==> config.mk <==
export PLATFORM = sky130hd
export DESIGN_NAME = bank_arbiter
export DESIGN_NICKNAME = d
export VERILOG_FILES = /design/src/design/slurm16_mem_pkg.sv /design/src/design/bank_arbiter.sv
export VERILOG_INCLUDE_DIRS = /design/src /design/src/include
export SDC_FILE = /design/constraint.sdc
export NUM_CORES = 1
export LEC_CHECK = 0
export ABC_AREA = 1
export ABC_CLOCK_PERIOD_IN_PS = 1400
export BUFFER_PORTS_ARGS = -buffer_cell sky130_fd_sc_hd__clkbuf_2
export CAP_MARGIN = 20
export CORE_AREA = 2 2 78 80
export DETAILED_ROUTE_END_ITERATION = 10
export DIE_AREA = 0 0 80 82
export PLACE_DENSITY = 0.86
export SYNTH_ARGS = -nofsm -noshare
export SYNTH_HDL_FRONTEND = slang
export SYNTH_SLANG_ARGS = --single-unit
==> constraint.sdc <==
create_clock -name CLK -period 1.4 [get_ports CLK]
set_input_delay 0.14 -clock CLK [delete_from_list [all_inputs] [get_ports CLK]]
set_output_delay 0.14 -clock CLK [all_outputs]
set_load 0.02 [all_outputs]
==> src/include/slurm16_mem_defs.svh <==
// slurm16 memory subsystem sizing
// Word width, CPU address width and depth of each bank
`ifndef SLURM16_MEM_DEFS_SVH
`define SLURM16_MEM_DEFS_SVH

// Data word width
`define SLURM_BITS 16

// CPU word address width
// Top bit picks the bank
`define SLURM_ADDRESS_BITS 15

// Words held by one bank
// Half of the CPU address space
`define SLURM_BANK_WORDS 16384

`endif

==> src/design/slurm16_mem_pkg.sv <==
// slurm16 memory subsystem types
// Shared by the CPU interface, bank arbiter and RAM banks
`include "slurm16_mem_defs.svh"

package slurm16_mem_pkg;

	// One data word
	typedef logic [`SLURM_BITS-1:0] word_t;

	// CPU word address
	typedef logic [`SLURM_ADDRESS_BITS-1:0] addr_t;

	// Memory port address, top bit always zero
	typedef logic [`SLURM_ADDRESS_BITS:0] mem_addr_t;

	// Byte enables
	// Bit 0 low byte, bit 1 high byte
	typedef logic [1:0] wr_mask_t;

	// Pipeline slot flags, rd ends up in bit 0
	typedef struct packed {
		logic req;
		logic instr;
		logic rd;
	} mem_flags_t;

endpackage

==> src/design/bank_arbiter.sv <==
// slurm16 bank arbiter
// Gives each of the two RAM banks to the CPU or the external master,
// CPU first on a tie, and steers the owner's bus onto the bank
`include "slurm16_mem_defs.svh"

module bank_arbiter
	import slurm16_mem_pkg::*;
(
	input  logic                          CLK,
	input  logic                          RSTb,

	input  logic                          cpu_valid,
	input  addr_t                         cpu_address,
	input  word_t                         cpu_data,
	input  logic                          cpu_wr,
	input  wr_mask_t                      cpu_wr_mask,
	output logic                          cpu_rdy,
	output word_t                         cpu_rdata,

	input  logic                          ext_valid,
	input  addr_t                         ext_address,
	input  word_t                         ext_data,
	input  logic                          ext_wr,
	input  wr_mask_t                      ext_wr_mask,
	output logic                          ext_rdy,
	output word_t                         ext_rdata,

	output logic [`SLURM_ADDRESS_BITS-2:0] bank0_addr,
	output word_t                         bank0_wdata,
	output logic                          bank0_we,
	output wr_mask_t                      bank0_wr_mask,
	input  word_t                         bank0_rdata,

	output logic [`SLURM_ADDRESS_BITS-2:0] bank1_addr,
	output word_t                         bank1_wdata,
	output logic                          bank1_we,
	output wr_mask_t                      bank1_wr_mask,
	input  word_t                         bank1_rdata
);

	typedef enum logic [1:0] {own_none, own_cpu, own_ext} owner_t;

	owner_t owner [2];

	logic cpu_bank, ext_bank;
	// Bank of last cycle's address, picks the read data
	logic cpu_bank_q, ext_bank_q;

	assign cpu_bank = cpu_address[`SLURM_ADDRESS_BITS-1];
	assign ext_bank = ext_address[`SLURM_ADDRESS_BITS-1];

	always_ff @(posedge CLK) begin
		if (!RSTb) begin
			owner[0] <= own_none;
			owner[1] <= own_none;
		end else begin
			for (int b = 0; b < 2; b++) begin
				case (owner[b])
					own_none: begin
						// Fixed priority on a free bank
						if (cpu_valid && (cpu_bank == b[0]))
							owner[b] <= own_cpu;
						else if (ext_valid && (ext_bank == b[0]))
							owner[b] <= own_ext;
					end
					// Held until valid drops
					own_cpu: if (!cpu_valid) owner[b] <= own_none;
					own_ext: if (!ext_valid) owner[b] <= own_none;
					default: owner[b] <= own_none;
				endcase
			end
		end
	end

	always_ff @(posedge CLK) begin
		cpu_bank_q <= cpu_bank;
		ext_bank_q <= ext_bank;
	end

	assign cpu_rdy = cpu_valid && (owner[cpu_bank] == own_cpu);
	assign ext_rdy = ext_valid && (owner[ext_bank] == own_ext);

	assign cpu_rdata = cpu_bank_q ? bank1_rdata : bank0_rdata;
	assign ext_rdata = ext_bank_q ? bank1_rdata : bank0_rdata;

	// Bank 0 follows its owner, CPU bus by default
	assign bank0_addr    = (owner[0] == own_ext) ? ext_address[`SLURM_ADDRESS_BITS-2:0] :
		cpu_address[`SLURM_ADDRESS_BITS-2:0];
	assign bank0_wdata   = (owner[0] == own_ext) ? ext_data : cpu_data;
	assign bank0_wr_mask = (owner[0] == own_ext) ? ext_wr_mask : cpu_wr_mask;
	// No write unless the owner actually points here
	assign bank0_we = ((owner[0] == own_cpu) && cpu_wr && !cpu_bank) ||
		((owner[0] == own_ext) && ext_wr && !ext_bank);

	assign bank1_addr    = (owner[1] == own_ext) ? ext_address[`SLURM_ADDRESS_BITS-2:0] :
		cpu_address[`SLURM_ADDRESS_BITS-2:0];
	assign bank1_wdata   = (owner[1] == own_ext) ? ext_data : cpu_data;
	assign bank1_wr_mask = (owner[1] == own_ext) ? ext_wr_mask : cpu_wr_mask;
	assign bank1_we = ((owner[1] == own_cpu) && cpu_wr && cpu_bank) ||
		((owner[1] == own_ext) && ext_wr && ext_bank);

endmodule

==> results of run 1 <==
## per-layer routing
layer / vias to the layer above / GRT usage [%]
li1: 1440 / -
met2: 210 / 50.4
met3: 56 / 5.16
met5: - / 0
met1: 1428 / 24.5
met4: 0 / 10.5
## critical path, delay by kind of cell, from the launching register on
| family | cells | cell delay, ns |
|---|---|---|
| buffers and inverters | 3 | 0.42 |
| AOI/OAI and AO/OA | 1 | 0.08 |
| and+or+nand+nor | 2 | 0.34 |
| DFF | 1 | 0.46 |
## per-stage QoR
step | power [W] | utilization (%) | TNS [ns]
3_3_place_gp | 0.00174 | 50.7 | 0
2_1_floorplan | 0.00124 | - | 0
5_1_grt | 0.00319 | 75.6 | -16.65
3_5_place_dp | 0.00177 | 50.7 | 0
4_1_cts | 0.00261 | 65.8 | -7.14
6_report | 0.00305 | 75.6 | -13.20
## power groups by stage
stage / Sequential (W) / Clock (W) / Combinational (W)
5_1_grt: 0.000218 / 0.000303 / 0.00267
3_5_place_dp: 0.000218 / 0 / 0.00156
2_1_floorplan: 0.000216 / 0 / 0.00103
4_1_cts: 0.000217 / 0.000289 / 0.00210
6_report: 0.000217 / 0.000277 / 0.00255
3_3_place_gp: 0.000217 / 0 / 0.00152
## what timing repair did
action,4_1_cts,5_1_grt
buffers inserted,4,5
resized for setup,149,109
pin swaps,3,5
gates cloned,6,8
hold buffers,0,0
endpoints found under the setup margin,65,70
## placed cells by master (no fill, tap or decap)
cell type / n
clkbuf_16: 5
buf_4: 9
clkbuf_1: 1
nand2_2: 31
dfxtp_4: 1
a21oi_1: 2
nand2_4: 6
buf_16: 6
edfxtp_1: 3
a21oi_2: 1
clkbuf_2: 135
o21ai_2: 36
nand3_1: 3
o32ai_2: 2
buf_6: 6
clkinv_8: 1
buf_12: 7
inv_1: 62
o2111ai_2: 1
o211ai_1: 2
o21ai_4: 28
clkbuf_8: 37
inv_2: 2
inv_8: 2
nor2_4: 2
nor2_2: 1
o22ai_2: 1
dfxtp_1: 2
nor2_1: 4
nand4_1: 2
nand2_1: 69
o21ai_0: 34
buf_8: 29
## layout make-up
| type | instances | share of cell area [%] |
|---|---|---|
| repair inverters | 1 | 0.259 |
| well taps | 75 | 2.16 |
| repair buffers | 231 | 49.4 |
| flip-flops and latches | 6 | 3.54 |
| clock buffers | 4 | 1.04 |
| multi-input cells | 225 | 37.5 |
| inverters | 66 | 6.17 |
## cells by family (layout without fill, tap and decap cells)
kind of cell | Yosys count | count (layout) | synth area share, %
buf+inv | 84 | 302 | 22.6
flops | 6 | 6 | 8.16
simple gates | 118 | 118 | 26.2
compound gates | 107 | 107 | 43.1
## sequential cells by signal, summed over array words and instances, names as in the netlist
name	cells
ext_bank_q	1
cpu_bank_q	1
owner	4
## path summary, 6_finish.rpt
path	start	end	slack, ns	cells past startpoint
max	owner[0][0]	bank0_addr[13]	-0.28	6
min	ext_address[14]	ext_bank_q	0.08	1
min reg2reg	owner[1][0]	owner[1][0]	0.55	2
max reg2reg	owner[1][1]	owner[1][1]	0	7
==> results.md, run 1 <==
* Pre-antenna DRT Iters at 5
* Area share of the largest cell type after synthesis at 30.5%
* Rows at 28
* N_diodes at 0
* Failing checks: negative setup slack
* Finished Cell Area at 0.00434 sq mm
* RSZ-0062 raised after global routing: true
* Sink Count at 6
* Relative slew slack at 58.0%
* Met3 WL at 918 um
* Residual DRC count at 0
* Post-synth EDFFs at 3
* Layout cell share with drive strength beyond 1 at 65.5%
* F_max at 0.597 GHz
* NetSw at 0.00145 W
* First-pass GRT wire length at 13.0 mm
* Setup ws final at -0.276 ns
* Non-filler cells, final at 608
* ANT nets after route at 0
* Area of the multi-input gates at 0.00163 sq mm
* Detail Placement HPWL at 5.87 mm
* FF+latch area at 154 sq um
* Synth async-reset ratio at 0%
* Final setup vio count at 68
* Antenna violations before repair at 0
* CP max FO at 8
* Clock root buffer: clkbuf_8
* Layout fillers at 389
* Setup Crit Path Kind: flip-flop to output pin
* Netlist cell types at 21
* Most frequent cell after synthesis: nand2_1
* Slowest stage delay, CP at 0.46 ns
* Seq pwr share at 7.1%
* Hold Violations, Final at 0
* DRT met1 WL at 3.49 mm
* Pre-CTS WS at 0.0379 ns
* Routed WL at 10.9 mm
* Post-synthesis net count at 419
* WHS at 0.0764 ns
* Critical-path top delay cell: edfxtp_1
* Synth Register Bits at 6
* Die Span Y at 82 um
* Internal at 0.00160 W
* Routability Congestion at 0.934
* DIE WIDTH at 80 um
* CP cell instances: nor2_4 > inv_8 > clkbuf_16 > nand2_1 > o21ai_2 > clkbuf_8
* Initial Util at 32.0%
* Arrival time worst endpoint at 1.54 ns
* Vias at 3134
* Congestion Overflow GR at 0
* CTS tree: yes
* Outcome: finished, violations left
* Std-Cell Core Area at 0.00575 sq mm
* Top Layer Used: met4
* Synth area leader: o21ai_2
* Top post-synthesis cells by area: o21ai_2 30%, nand2_1 20%, inv_1 13%
* CTS Buf Count at 3
* DRT iter0 DRCs at 164
* DIE AREA at 0.00656 sq mm
* # nets final at 638
* Gr usage total at 25.0%
* Syn_area_per_cell at 5.84 sq um
* Synth top cells by count: 98 x nand2_1, 64 x inv_1, 64 x o21ai_2
* Routed wire length per instance at 18.0 um
* H-tree depth at 1
* PortBufs at 203
* Slew @ Worst Pin at 0.624 ns
* Fin crit period at 1.68 ns
* Setup Skew at 0.00559 ns
* Area growth, synth to finish at 136%
* Combinational share of power at 83.8%
* Largest net degree at the start of global routing at 33
* Switch share at 47.6%
* Post-synthesis cell area at 0.00184 sq mm
* Post-synthesis sequential area ratio at 8.16%
* Area after DPL at 0.00292 sq mm
* Met2 routed WL at 5.97 mm
* Clk Latency, worst-skew pair at 0.23 ns
* Placed insts at 582
* Clock Power Share at 9.1%
* Max-Cap Viols at 0
* WP data required at 1.26 ns
* Ys flop type: edfxtp_1
* Max Buffers Root-to-Sink at 2
* Setup crit end kind: output pin
* Crit start category: flip-flop
* Worst-path clk slew at 0.04 ns
* Synth warn at 0
* Leakage power at 2.36 nW
* Syn Inst Count at 315
* # IOs at 204
* Number of global-route vias before repair at 2735
* Pwr dens at 702 mW/mm^2
* Hold/Removal Path Class: input pin to flip-flop
* Final Cycle Share at 120%
* Worst IR drop on VDD at 0.473 mV
* Vias per std cell at 5.15
* Slew Limit Fails at 0
Power figures use the tool's default switching activity.
==> run 2, diff against run 1 <==
--- a/config.mk
+++ b/config.mk
@@ -13,7 +13,7 @@
 export CORE_AREA = 2 2 78 80
 export DETAILED_ROUTE_END_ITERATION = 10
 export DIE_AREA = 0 0 80 82
-export PLACE_DENSITY = 0.86
+export PLACE_DENSITY = 0.77
 export SYNTH_ARGS = -nofsm -noshare
 export SYNTH_HDL_FRONTEND = slang
 export SYNTH_SLANG_ARGS = --single-unit
==> run 2 against run 1 <==
Critical endpoint is now bank0_addr[5]. Setup slack better by 0.15 ns. The run still ends with negative setup slack left. Highest routed layer unchanged. Register-to-register slack better by 0.05 ns. Sequential power hardly changed. Cell count is 0.82% lower. Fmax is 9.6% higher.
==> results.md, run 2 (synthesis gave the netlist of run 1 again) <==
* Outcome: finished, violations left (unchanged)
* Failing checks: negative setup slack (unchanged)
* Detail Placement HPWL at 5.52 mm (was 5.87 mm)
* Initial Util at 32.0% (unchanged)
* Placed insts at 589 (was 582)
* H-tree depth at 1 (unchanged)
* # IOs at 204 (unchanged)
* Setup tns final at -5.20 ns (was -13.20 ns)
* Final Cycle Share at 109% (was 120%)
* Pwr dens at 690 mW/mm^2 (was 702 mW/mm^2)
* Die Span Y at 82 um (unchanged)
* FF+latch area at 150 sq um (was 154 sq um)
* PortBufs at 203 (unchanged)
* Most common cell after layout, fill and taps aside: clkbuf_2 (unchanged)
* # nets final at 633 (was 638)
* Non-filler cells, final at 603 (was 608)
* Hold/Removal Path Class: input pin to flip-flop (unchanged)
* Vias per std cell at 4.85 (was 5.15)
* Routability Congestion at 0.897 (was 0.934)
* WHS at 0.0986 ns (was 0.0764 ns)
* Clk Latency, worst-skew pair at 0.22 ns (was 0.23 ns)
* Layout fillers at 422 (was 389)
* Max FFs per register at 4 (unchanged)
* ANT nets after route at 0 (unchanged)
* Worst IR drop on VDD at 0.604 mV (was 0.473 mV)
* Pre-antenna DRT Iters at 4 (was 5)
* Leakage power at 2.22 nW (was 2.36 nW)
* Hold Violations, Final at 0 (unchanged)
* WP data required at 1.26 ns (about the same)
* Worst-path clk slew at 0.04 ns (about the same)
* Max Buffers Root-to-Sink at 2 (unchanged)
* RSZ-0062 raised after global routing: true (unchanged)
* Slew Limit Fails at 0 (unchanged)
* Largest net degree at the start of global routing at 33 (unchanged)
* Number of global-route vias before repair at 2665 (was 2735)
* Rows at 28 (unchanged)
* CTS Buf Count at 3 (unchanged)
* F_max at 0.654 GHz (was 0.597 GHz)
* Most frequent cells in the layout: 136 x clkbuf_2, 76 x nand2_1, 62 x inv_1, 62 x o21ai_2, 60 x clkbuf_8 (was 135 x clkbuf_2, 69 x nand2_1, 62 x inv_1, 37 x clkbuf_8, 36 x o21ai_2)
* Congestion Overflow GR at 0 (unchanged)
* Top reg by flops: owner (unchanged)
* Final setup vio count at 65 (was 68)
* Routed wire length per instance at 14.4 um (was 18.0 um)
* Area growth, synth to finish at 109% (was 136%)
* Crit start category: flip-flop (unchanged)
* CTS tree: yes (unchanged)
* Vias at 2924 (was 3134)
* Relative slew slack at 75.6% (was 58.0%)
* Max-Cap Viols at 0 (unchanged)
* Setup Skew at 0.00650 ns (was 0.00559 ns)
* Worst Path Buf+Inv at 3 (unchanged)
* Arrival time worst endpoint at 1.39 ns (was 1.54 ns)
* N_diodes at 0 (unchanged)
* Setup crit end kind: output pin (unchanged)
* Slew @ Worst Pin at 0.362 ns (was 0.624 ns)
* Sink Count at 6 (unchanged)
* First-pass GRT wire length at 11.5 mm (was 13.0 mm)
* R2R Setup Slk at 0.05 ns (was 0 ns)
* Setup ws final at -0.130 ns (was -0.276 ns)
* Slowest stage delay, CP at 0.42 ns (was 0.46 ns)
* CP cell instances: nor2_4 > inv_6 > buf_16 > o21ai_2 > clkbuf_8 (was nor2_4 > inv_8 > clkbuf_16 > nand2_1 > o21ai_2 > clkbuf_8)
* Routed WL at 8.66 mm (was 10.9 mm)
* Setup Crit Path Kind: flip-flop to output pin (unchanged)
* Residual DRC count at 0 (unchanged)
* DRT iter0 DRCs at 73 (was 164)
* Biggest regs: owner (4), cpu_bank_q (1), ext_bank_q (1) (unchanged)
* Area of the multi-input gates at 0.00139 sq mm (was 0.00163 sq mm)
* Gr usage total at 21.8% (was 25.0%)
* DIE WIDTH at 80 um (unchanged)
* Std-Cell Core Area at 0.00575 sq mm (unchanged)
* Critical-path top delay cell: edfxtp_1 (unchanged)
* DIE AREA at 0.00656 sq mm (unchanged)
* Top Family by Delay on Critical Path: buffers and inverters (was flip-flops)
* Antenna violations before repair at 0 (unchanged)
* Fin crit period at 1.53 ns (was 1.68 ns)
* CP max FO at 13 (was 8)
* Clock root buffer: clkbuf_8 (unchanged)
* Layout cell share with drive strength beyond 1 at 63.3% (was 65.5%)
## run 2: changes by cell type in the layout (fill, tap and decap cells not counted), moves of 4 or more
cell	before	now
buf_12	7	3
clkbuf_8	37	60
nand2_1	69	76
buf_8	29	5
o21ai_2	36	62
o21ai_4	28	2
nand2_4	6	2
## run 2: cell type report
type / count / share of cell area (%)
multi-input cells: 225 / 35.9
flip-flops and latches: 6 / 3.89
inverters: 66 / 6.75
well taps: 75 / 2.43
clock buffers: 4 / 1.17
repair buffers: 227 / 49.8
## run 2: worst paths after layout
check / start / end / cells past startpoint
hold reg to reg: owner[1][0] / owner[1][0] / 3
hold / removal: cpu_address[14] / cpu_bank_q / 1
setup reg to reg: owner[0][0] / owner[0][0] / 5
setup / recovery: owner[0][0] / bank0_addr[5] / 5
## run 2: routing by layer
layer | track usage [%] | share of wire, %
met1 | 20.4 | 32
met2 | 43.1 | 56
met3 | 4.84 | 7.5
met4 | 12.7 | 4.2
met5 | 0 | 0
## run 2: worst register-to-register path, delay by kind of cell, from the launching register on
family	cells	cell delay (ns)
flops	1	0.42
simple gates	2	0.32
buf+inv	2	0.23
compound gates	1	0.13
## run 2: per-stage QoR
step	util, %	instance area (sq um)	power (W)	worst slack (ns)
3_5_place_dp	51.0	2930	0.00177	0.0692
4_1_cts	64.3	3690	0.00252	-0.120
3_3_place_gp	51.0	2930	0.00174	0.104
5_1_grt	67.1	3850	0.00280	-0.213
2_1_floorplan	-	1840	0.00124	0.123
6_report	67.1	3850	0.00266	-0.130
## run 2: power by group
part	internal (W)	leakage, nW	total, W	switching [W]
Sequential	0.000202	0.0571	0.000214	0.0000119
Combinational	0.00101	2.14	0.00217	0.00116
Clock	0.000196	0.0228	0.000273	0.0000765
## run 2: timing repair
item	in CTS	in global routing
pin swaps	2	5
cloned	3	3
gates resized for setup	149	37
buffers inserted	4	2
setup endpoints to repair	65	71
hold buffers	0	0
