[src/include/slurm16_mem_defs.svh]
// slurm16 memory subsystem sizing
// Word width, CPU address width and depth of each bank
`ifndef SLURM16_MEM_DEFS_SVH
`define SLURM16_MEM_DEFS_SVH

// Data word width
`define SLURM_BITS 16

// CPU word address width
// Top bit picks the bank
`define SLURM_ADDRESS_BITS 15

// Words held by one bank
// Half of the CPU address space
`define SLURM_BANK_WORDS 16384

`endif

[src/design/slurm16_mem_pkg.sv]
// slurm16 memory subsystem types
// Shared by the CPU interface, bank arbiter and RAM banks
`include "slurm16_mem_defs.svh"

package slurm16_mem_pkg;

	// One data word
	typedef logic [`SLURM_BITS-1:0] word_t;

	// CPU word address
	typedef logic [`SLURM_ADDRESS_BITS-1:0] addr_t;

	// Memory port address, top bit always zero
	typedef logic [`SLURM_ADDRESS_BITS:0] mem_addr_t;

	// Byte enables
	// Bit 0 low byte, bit 1 high byte
	typedef logic [1:0] wr_mask_t;

	// Pipeline slot flags, rd ends up in bit 0
	typedef struct packed {
		logic req;
		logic instr;
		logic rd;
	} mem_flags_t;

endpackage

[src/design/cpu_memory_interface.sv]
// slurm16 CPU memory interface
// Merges instruction fetches and data accesses into a two-stage pipeline
// onto one memory port, handling bank ownership and bank switches
`include "slurm16_mem_defs.svh"

module cpu_memory_interface
	import slurm16_mem_pkg::*;
(
	input  logic      CLK,
	input  logic      RSTb,

	// Instruction channel
	input  addr_t     instruction_memory_address,
	input  logic      instruction_memory_read_req,
	output word_t     instruction_memory_data,
	output addr_t     instruction_memory_address_out,
	output logic      instruction_memory_success,
	output logic      instruction_will_queue,

	// Data channel
	input  addr_t     data_memory_address,
	input  word_t     data_memory_in,
	input  logic      data_memory_read_req,
	input  logic      data_memory_write_req,
	input  wr_mask_t  data_memory_wr_mask,
	output word_t     data_memory_data_out,
	output logic      data_memory_success,
	output logic      data_memory_was_requested,
	output wr_mask_t  data_memory_wr_mask_out,

	// High while giving up one bank and waiting for the next
	output logic      bank_sw,

	// Memory port
	output mem_addr_t memory_address,
	output word_t     data_out,
	input  word_t     data_in,
	output wr_mask_t  wr_mask,
	output logic      mem_wr,
	output logic      valid,
	input  logic      rdy,

	input  logic      halt
);

	typedef enum logic [1:0] {
		st_idle,
		st_request_bank,
		st_execute,
		st_bank_switch
	} state_t;

	state_t state, next_state;

	// Stage 1 drives the memory port
	addr_t      s1_addr, s1_addr_next;
	word_t      s1_data, s1_data_next;
	mem_flags_t s1_flags, s1_flags_next;
	wr_mask_t   s1_mask, s1_mask_next;

	// Stage 2 lines up with the read data
	addr_t      s2_addr;
	mem_flags_t s2_flags;
	wr_mask_t   s2_mask;

	// Incoming request after priority
	addr_t      pick_addr;
	word_t      pick_data;
	mem_flags_t pick_flags;
	wr_mask_t   pick_mask;

	logic bank_switch_required;
	logic bank_switch_required_next;

	// Stage 1 went to a bank other than the one stage 2 was served from
	assign bank_switch_required_next = s1_flags.req &&
		(s1_addr[`SLURM_ADDRESS_BITS-1] != s2_addr[`SLURM_ADDRESS_BITS-1]);

	// Data requests beat fetches
	always_comb begin
		pick_addr  = data_memory_address;
		pick_data  = data_memory_in;
		pick_flags = '0;
		pick_mask  = data_memory_wr_mask;
		if (data_memory_read_req || data_memory_write_req) begin
			pick_flags.req   = 1'b1;
			pick_flags.instr = 1'b0;
			pick_flags.rd    = data_memory_read_req;
		end else if (instruction_memory_read_req) begin
			pick_addr        = instruction_memory_address;
			pick_mask        = 2'b00;
			pick_flags.req   = 1'b1;
			pick_flags.instr = 1'b1;
			pick_flags.rd    = 1'b1;
		end
	end

	always_comb begin
		next_state             = state;
		s1_addr_next           = s1_addr;
		s1_data_next           = s1_data;
		s1_flags_next          = s1_flags;
		s1_mask_next           = s1_mask;
		instruction_will_queue = 1'b0;

		case (state)
			st_idle: begin
				s1_flags_next = '0;
				if (pick_flags.req) begin
					next_state    = st_request_bank;
					s1_addr_next  = pick_addr;
					s1_data_next  = pick_data;
					s1_flags_next = pick_flags;
					s1_mask_next  = pick_mask;
				end
			end
			st_request_bank: begin
				// Follow the CPU while waiting, the arbiter looks at our address
				if (pick_flags.req) begin
					s1_addr_next  = pick_addr;
					s1_data_next  = pick_data;
					s1_flags_next = pick_flags;
					s1_mask_next  = pick_mask;
				end
				if (rdy)
					next_state = st_execute;
			end
			st_execute: begin
				if (bank_switch_required) begin
					// Replay the access that crossed, as a read for now
					next_state       = st_bank_switch;
					s1_addr_next     = s2_addr;
					s1_flags_next    = s2_flags;
					s1_flags_next.rd = 1'b1;
					s1_mask_next     = s2_mask;
				end else if (pick_flags.req) begin
					s1_addr_next           = pick_addr;
					s1_data_next           = pick_data;
					s1_flags_next          = pick_flags;
					s1_mask_next           = pick_mask;
					instruction_will_queue = pick_flags.instr;
				end else begin
					// Empty slot, address kept so the bank bit stays put
					s1_flags_next = '0;
					if (halt)
						next_state = st_idle;
				end
			end
			st_bank_switch: begin
				// Valid low for this cycle frees the old bank
				next_state = st_request_bank;
			end
			default: next_state = st_idle;
		endcase
	end

	always_ff @(posedge CLK) begin
		if (!RSTb) begin
			state                <= st_idle;
			s1_flags             <= '0;
			s2_flags             <= '0;
			bank_switch_required <= 1'b0;
		end else begin
			state                <= next_state;
			s1_flags             <= s1_flags_next;
			s2_flags             <= s1_flags;
			bank_switch_required <= bank_switch_required_next;
		end
	end

	// Payload advances every cycle
	always_ff @(posedge CLK) begin
		s1_addr <= s1_addr_next;
		s1_data <= s1_data_next;
		s1_mask <= s1_mask_next;
		s2_addr <= s1_addr;
		s2_mask <= s1_mask;
	end

	assign memory_address = {1'b0, s1_addr};
	assign data_out       = s1_data;
	assign wr_mask        = s1_mask;

	// Write only while the bank is ours and stage 1 stays in it
	assign mem_wr = s1_flags.req && !s1_flags.rd && !bank_switch_required_next &&
		!bank_switch_required &&
		((state == st_execute) || ((state == st_request_bank) && rdy));

	assign valid   = (state == st_request_bank) || (state == st_execute);
	assign bank_sw = (state == st_request_bank) || (state == st_bank_switch);

	// Read data is shared by both channels
	assign instruction_memory_data = data_in;
	assign data_memory_data_out    = data_in;

	assign instruction_memory_address_out = s2_addr;
	assign data_memory_wr_mask_out        = s2_mask;
	assign data_memory_was_requested      = s2_flags.req && !s2_flags.instr;

	assign instruction_memory_success = (state == st_execute) && s2_flags.req &&
		s2_flags.instr && !bank_switch_required;
	assign data_memory_success = (state == st_execute) && s2_flags.req &&
		!s2_flags.instr && !bank_switch_required;

endmodule

[config.mk]
export PLATFORM = sky130hd
export DESIGN_NAME = cpu_memory_interface
export DESIGN_NICKNAME = d
export VERILOG_FILES = /design/src/design/slurm16_mem_pkg.sv /design/src/design/cpu_memory_interface.sv
export VERILOG_INCLUDE_DIRS = /design/src /design/src/include
export SDC_FILE = /design/constraint.sdc
export NUM_CORES = 1
export LEC_CHECK = 0
export ABC_CLOCK_PERIOD_IN_PS = 7200
export BUFFER_PORTS_ARGS = -buffer_cell sky130_fd_sc_hd__buf_2
export CORE_MARGIN = 2
export CORE_UTILIZATION = 47
export CTS_CLUSTER_SIZE = 30
export DETAILED_ROUTE_END_ITERATION = 8
export GPL_ROUTABILITY_DRIVEN = 0
export PLACE_DENSITY = 0.85
export SYNTH_ARGS = -nofsm -noshare
export SYNTH_HDL_FRONTEND = slang
export SYNTH_SLANG_ARGS = --single-unit
[constraint.sdc]
create_clock -name CLK -period 7.2 [get_ports CLK]
set_input_delay 1.44 -clock CLK [delete_from_list [all_inputs] [get_ports CLK]]
set_output_delay 1.44 -clock CLK [all_outputs]
set_load 0.01 [all_outputs]
==> results of run 1 <==
## where the power goes
group	leakage, nW	total (mW)	switching [mW]	internal, mW
combinational	0.808	0.199	0.105	0.0937
sequential	0.556	0.433	0.0291	0.403
clock	0.101	0.295	0.118	0.177
total	1.46	0.926	0.251	0.675
## routing by layer
layer / share of wire / up-vias / global-route usage
met2: 0.48 / 76 / 0.2782
met5: 0 / - / 0
met3: 0.084 / 19 / 0.04072
met1: 0.42 / 862 / 0.2203
li1: - / 931 / -
met4: 0.017 / 0 / 0.1121
## worst paths after layout
kind,start,endpoint,slack (ns),cells after the start
worst max register to register,state[0],data_out[15],4.70,5
worst min register to register,s1_addr[12],instruction_memory_address_out[12],0.38,0
worst min-delay path,s1_addr[12],instruction_memory_address_out[12],0.38,0
worst max-delay path,data_memory_write_req,instruction_will_queue,2.91,4
## metrics by stage
stage                 util  total power, mW  hold WS [ns]  cells  area [um^2]
detailed placement  0.5540           0.6398        0.3746    366         3050
floorplan                -           0.5744        0.4236    225         2688
CTS                 0.5899           0.9376        0.3870    382         3248
global route        0.5899           0.9747        0.4064    382         3248
finish              0.5899           0.9260        0.3845    382         3248
global placement    0.5540           0.6332        0.3699    366         3050
## cell families (layout without fill, tap and decap cells)
logic type               Yosys count  in the layout  synth area share
buffers and inverters             48            133            0.1169
XOR/XNOR                           1              1          0.003259
flip-flops                        58             58            0.5549
multiplexers                      32             32            0.1262
other                              1              1          0.001395
adder cells (fa/ha/maj)            5              5           0.02328
AO/OA/AOI/OAI                     34             34           0.08194
AND/OR/NAND/NOR                   46             46           0.09219
## flip-flops by register name, summed over array words and instances, names as in the netlist
signal	count
s1_addr	15
s2_flags	2
data_memory_wr_mask_out	2
data_out	16
instruction_memory_address_out	15
s1_flags	3
bank_switch_required	1
wr_mask	2
state	2
## layout by cell type (no fill, tap or decap), types with 2 or more instances in the layout
cell / Yosys / final
mux2_2: 15 / 15
and2_1: 5 / 5
o21ai_0: 18 / 18
clkbuf_1: 6 / 2
edfxtp_1: 33 / 33
nor4b_1: 3 / 3
buf_2: 2 / 111
or2_2: 2 / 2
ha_1: 5 / 5
and3_1: 2 / 2
dfxtp_1: 25 / 25
a21oi_1: 4 / 4
clkbuf_8: 0 / 11
nand2_1: 21 / 21
mux2i_1: 17 / 17
nor2b_1: 3 / 3
inv_1: 5 / 5
## area by class of cell
class	instances	share of cell area
sequential	58	0.4592
inverter	5	0.005778
timing repair buffer	112	0.1733
multi-input combinational	119	0.2731
tap	72	0.02773
clock buffer	13	0.04892
clock inverter	3	0.01194
## worst max-delay path: stages
cell and delay (ns):
buf_2 0.15, nor2_2 0.86, and3_1 0.27, buf_2 0.13
==> results_dict.tcl, run 1 <==
set metrics [dict create \
    synthCells 225 \
    synth_top_area_frac 0.3687 \
    setup_viol 0 \
    seq_area_frac_synth 0.5549 \
    finalCritPeriodShare 0.5962 \
    synthArstFlopShare 0 \
    first_pass_iters 4 \
    synthesis.area_um2 2688 \
    p_leak_nw 1.465 \
    num-fill-cells 460 \
    hold_class "reg2reg" \
    dieWidth_um 79.62 \
    fp.dieH_um 79.62 \
    die-area_um2 6339 \
    ir_drop_mv 0.1160 \
    core_um2 5507 \
    io_buffer_count 111 \
    cts_tree "yes" \
    multi_input_area_um2 887.1 \
    cts_made_buffers 9 \
    area.sequential_um2 1491 \
    worst_pin_slew_ns 1.114 \
    cap_violations 0 \
    synthTopCellsByCount "33 x buf_4, 33 x edfxtp_1, 25 x dfxtp_1, 21 x nand2_1, 18 x o21ai_0" \
    synth_edf_count 33 \
    clkTransAtPathRegs_ns 0.06 \
    vias 1888 \
    cts_setup_buffers 0 \
    fin_nets 381 \
    power.density_nw_per_um2 285.1 \
    yosys_most_used_dff "edfxtp_1" \
    worst-setup-path-type "in2out" \
    cts_resized 0 \
    place_ws_ns 2.873 \
    ioPinCount 161 \
    synth_fp_nets 301 \
    routedWlPerCell_um 14.62 \
    clock_sinks 58 \
    fmax_mhz 232.9 \
    period_minus_slack_ns 4.293 \
    grt_max_degree 38 \
    ys_ff_latch 58 \
    cp-end-kind "primary output" \
    antenna_cells 0 \
    rsz0062_at_grt "false" \
    start_util 0.4881 \
    slew_headroom 0.2531 \
    core.rowCount 27 \
    viasPerCell 4.942 \
    grt_antenna_before_repair 0 \
    clockBufferDepth 2 \
    outcome "completed" \
    start_kind "input port" \
    cp.arrival_ns 2.85 \
    grt_first_pass_wirelength_mm 8.480 \
    first_global_vias 1791 \
    layout_setup_ws_ns 2.907 \
    cts-root-buf "clkbuf_8" \
    clock_latency_ns 0.31 \
    yosysWarnings 0 \
    hpwl_mm 4.110 \
    synth_area_leaders "edfxtp_1 37%, dfxtp_1 19%, buf_4 9.2%, mux2i_1 6.3%, mux2_2 6.3%" \
    drtIter0Drc 71 \
    hold_viol 0 \
    drive_gt1_frac 0.4774 \
    avgSynthCellArea_um2 11.94 \
    slew_viol_final 0 \
    yosysTopAreaCell "edfxtp_1" \
    areaGrowthSynthToFinish_pct 20.86 \
    synth_cell_types 42 \
    ctsHtreeMaxLevel 3 \
    grt_use_total 0.1774 \
    holdBufCountCts 0 \
    overflow 0 \
    drc 0 \
    clock_skew_ns 0.005934 \
    fin_tns_setup_ns 0 \
    worstPathMaxFanout 17 \
    ant_nets 0 \
    drt_wl_total_mm 5.586 \
    cp.required_ns 5.76 \
]
Power figures use the tool's default switching activity.
==> run 2: changes to the inputs <==
--- a/config.mk
+++ b/config.mk
@@ -6,14 +6,14 @@
 export SDC_FILE = /design/constraint.sdc
 export NUM_CORES = 1
 export LEC_CHECK = 0
-export ABC_CLOCK_PERIOD_IN_PS = 7200
+export ABC_CLOCK_PERIOD_IN_PS = 3950
 export BUFFER_PORTS_ARGS = -buffer_cell sky130_fd_sc_hd__buf_2
 export CORE_MARGIN = 2
-export CORE_UTILIZATION = 47
+export CORE_UTILIZATION = 43
 export CTS_CLUSTER_SIZE = 30
 export DETAILED_ROUTE_END_ITERATION = 8
 export GPL_ROUTABILITY_DRIVEN = 0
-export PLACE_DENSITY = 0.85
+export PLACE_DENSITY = 0.79
 export SYNTH_ARGS = -nofsm -noshare
 export SYNTH_HDL_FRONTEND = slang
 export SYNTH_SLANG_ARGS = --single-unit
==> constraint.sdc (replaced) <==
create_clock -name CLK -period 3.95 [get_ports CLK]
set_input_delay 0.79 -clock CLK [delete_from_list [all_inputs] [get_ports CLK]]
set_output_delay 0.79 -clock CLK [all_outputs]
set_load 0.01 [all_outputs]
==> run 2 against run 1 <==
Against the previous run:
- cell area increased by 0.50%
- first-iteration DRC count increased by 38%
- worst setup slack got worse by 1.5 ns
- total power increased by 83%
- wire length increased by 5.3%
- critical path depth increased by 1
- sequential share of layout area decreased by 0.23 points
- clock power increased by 82%
- via count increased by 0.95%
- largest cell class unchanged
==> results_dict.tcl, run 2 (same netlist as run 1, synthesis figures left out) <==
set metrics [dict create \
    core.rowCount 28 \
    fin_nets 383 \
    rr_endpoint "data_out[9]" \
    layout_common_cells "111 x buf_2, 33 x edfxtp_1, 25 x dfxtp_1, 21 x nand2_1, 18 x o21ai_0" \
    hold_class "reg2reg" \
    clock_skew_ns 0.006520 \
    fin_tns_setup_ns 0 \
    ctsHtreeMaxLevel 3 \
    p_switching_mw 0.4799 \
    p_seq_frac 0.465 \
    cts-root-buf "clkbuf_8" \
    overflow 0 \
    drive_gt1_frac 0.4840 \
    hold_end "instruction_memory_address_out[8]" \
    cts_made_buffers 9 \
    die-area_um2 6899 \
    r2r_slack_ns 1.80 \
    max_stage_delay_ns 0.37 \
    start_kind "flop" \
    vias 1906 \
    first_pass_iters 4 \
    cts_resized 0 \
    ioPinCount 161 \
    hold_viol 0 \
    cts_tree "yes" \
    clkPwrFrac 0.317 \
    holdBufCountCts 0 \
    clock_latency_ns 0.33 \
    clkTransAtPathRegs_ns 0.07 \
    drc 0 \
    grt_first_pass_wirelength_mm 9.625 \
    cp.arrival_ns 1.77 \
    swShare 0.2835 \
    clock_sinks 58 \
    first_global_vias 1908 \
    holdPathStages 0 \
    drtIter0Drc 98 \
    slew_headroom 0.5466 \
    clockBufferDepth 2 \
    core_um2 5991 \
    worst_pin_slew_ns 0.6794 \
    cp-end-kind "primary output" \
    min_from "s1_addr[8]" \
    layout_commonest_cell "buf_2" \
    utilization 0.5449 \
    largest_reg_flops 16 \
    crit_chain "inv_1 > ha_1 > nor2b_1 > and3_1 > buf_2" \
    p_int_mw 1.213 \
    viasPerCell 4.925 \
    setup_viol 0 \
    grt_antenna_before_repair 0 \
    finalCritPeriodShare 0.6482 \
    rsz0062_at_grt "false" \
    combPwrFrac 0.218 \
    outcome "completed" \
    drt_wl_total_mm 5.884 \
    grt_use_total 0.1758 \
    fin_hold_ws_ns 0.3867 \
    cap_violations 0 \
    critPathSlowestCell "nor2b_1" \
    period_minus_slack_ns 2.560 \
    power.density_nw_per_um2 518.6 \
    r2r-start "state[0]" \
    worst-setup-path-type "reg2out" \
    start_util 0.4486 \
    ant_nets 0 \
    routedWlPerCell_um 15.20 \
    antenna_cells 0 \
    hpwl_mm 4.264 \
    worstPathMaxFanout 7 \
    fmax_mhz 390.6 \
    io_buffer_count 111 \
    p_leak_nw 1.466 \
    slew_viol_final 0 \
    worst-r2r-cell-count 6 \
    cp.required_ns 3.16 \
    dieWidth_um 83.06 \
    areaGrowthSynthToFinish_pct 21.46 \
    fp.dieH_um 83.06 \
    ir_drop_mv 0.2807 \
    cts_setup_buffers 0 \
    grt_max_degree 26 \
]
[run 2: cell types whose count changed in the layout (fill, tap and decap cells not counted), sizes merged]
cell / delta
buf: +2
clkbuf: -2
clkinvlp: +2
[run 2: worst max path at each step]
stage / start / endpoint / cells past startpoint
3_3_place_gp: instruction_memory_read_req / state[0] / 4
5_1_grt: state[0] / instruction_will_queue / 5
4_1_cts: state[0] / instruction_will_queue / 5
3_5_place_dp: instruction_memory_read_req / state[0] / 4
2_1_floorplan: state[0] / data_out[0] / 6
6_report: state[0] / instruction_will_queue / 5
[run 2: final cells by class]
type / instances / area [um^2]
timing repair buffer: 114 / 578.1
clock buffer: 11 / 141.4
clock inverter: 5 / 53.80
tap: 75 / 93.84
multi-input combinational: 119 / 887.1
inverter: 5 / 18.77
sequential: 58 / 1491
fill: 515 / 2726
[run 2: layer usage]
metal	share of wire	global-route usage	vias up
li1	-	-	929
met1	0.40	0.2018	884
met2	0.49	0.2918	83
met3	0.092	0.07256	10
met4	0.013	0.06855	0
met5	0	0	-
[run 2: power by group through the flow]
stage / combinational (mW) / clock (mW) / sequential, mW
6_report: 0.369 / 0.536 / 0.788
5_1_grt: 0.404 / 0.575 / 0.801
4_1_cts: 0.373 / 0.548 / 0.788
3_5_place_dp: 0.370 / 0 / 0.801
3_3_place_gp: 0.364 / 0 / 0.796
2_1_floorplan: 0.223 / 0 / 0.824
[run 2: per-stage QoR]
| step | worst slack (ns) | cells | area, um^2 | total power, mW |
|---|---|---|---|---|
| after floorplan | 1.129 | 225 | 2688 | 1.047 |
| after global placement | 1.544 | 371 | 3069 | 1.160 |
| after detailed placement | 1.482 | 371 | 3069 | 1.171 |
| after CTS | 1.390 | 387 | 3264 | 1.710 |
| after global routing | 1.256 | 387 | 3264 | 1.779 |
| final | 1.390 | 387 | 3264 | 1.693 |
[run 2: critical path, delay by kind of cell, from the launching register on]
kind                     cells  cell delay, ns
flip-flops                   1            0.36
AND/OR/NAND/NOR              2            0.60
buffers and inverters        2            0.23
adder cells (fa/ha/maj)      1            0.26
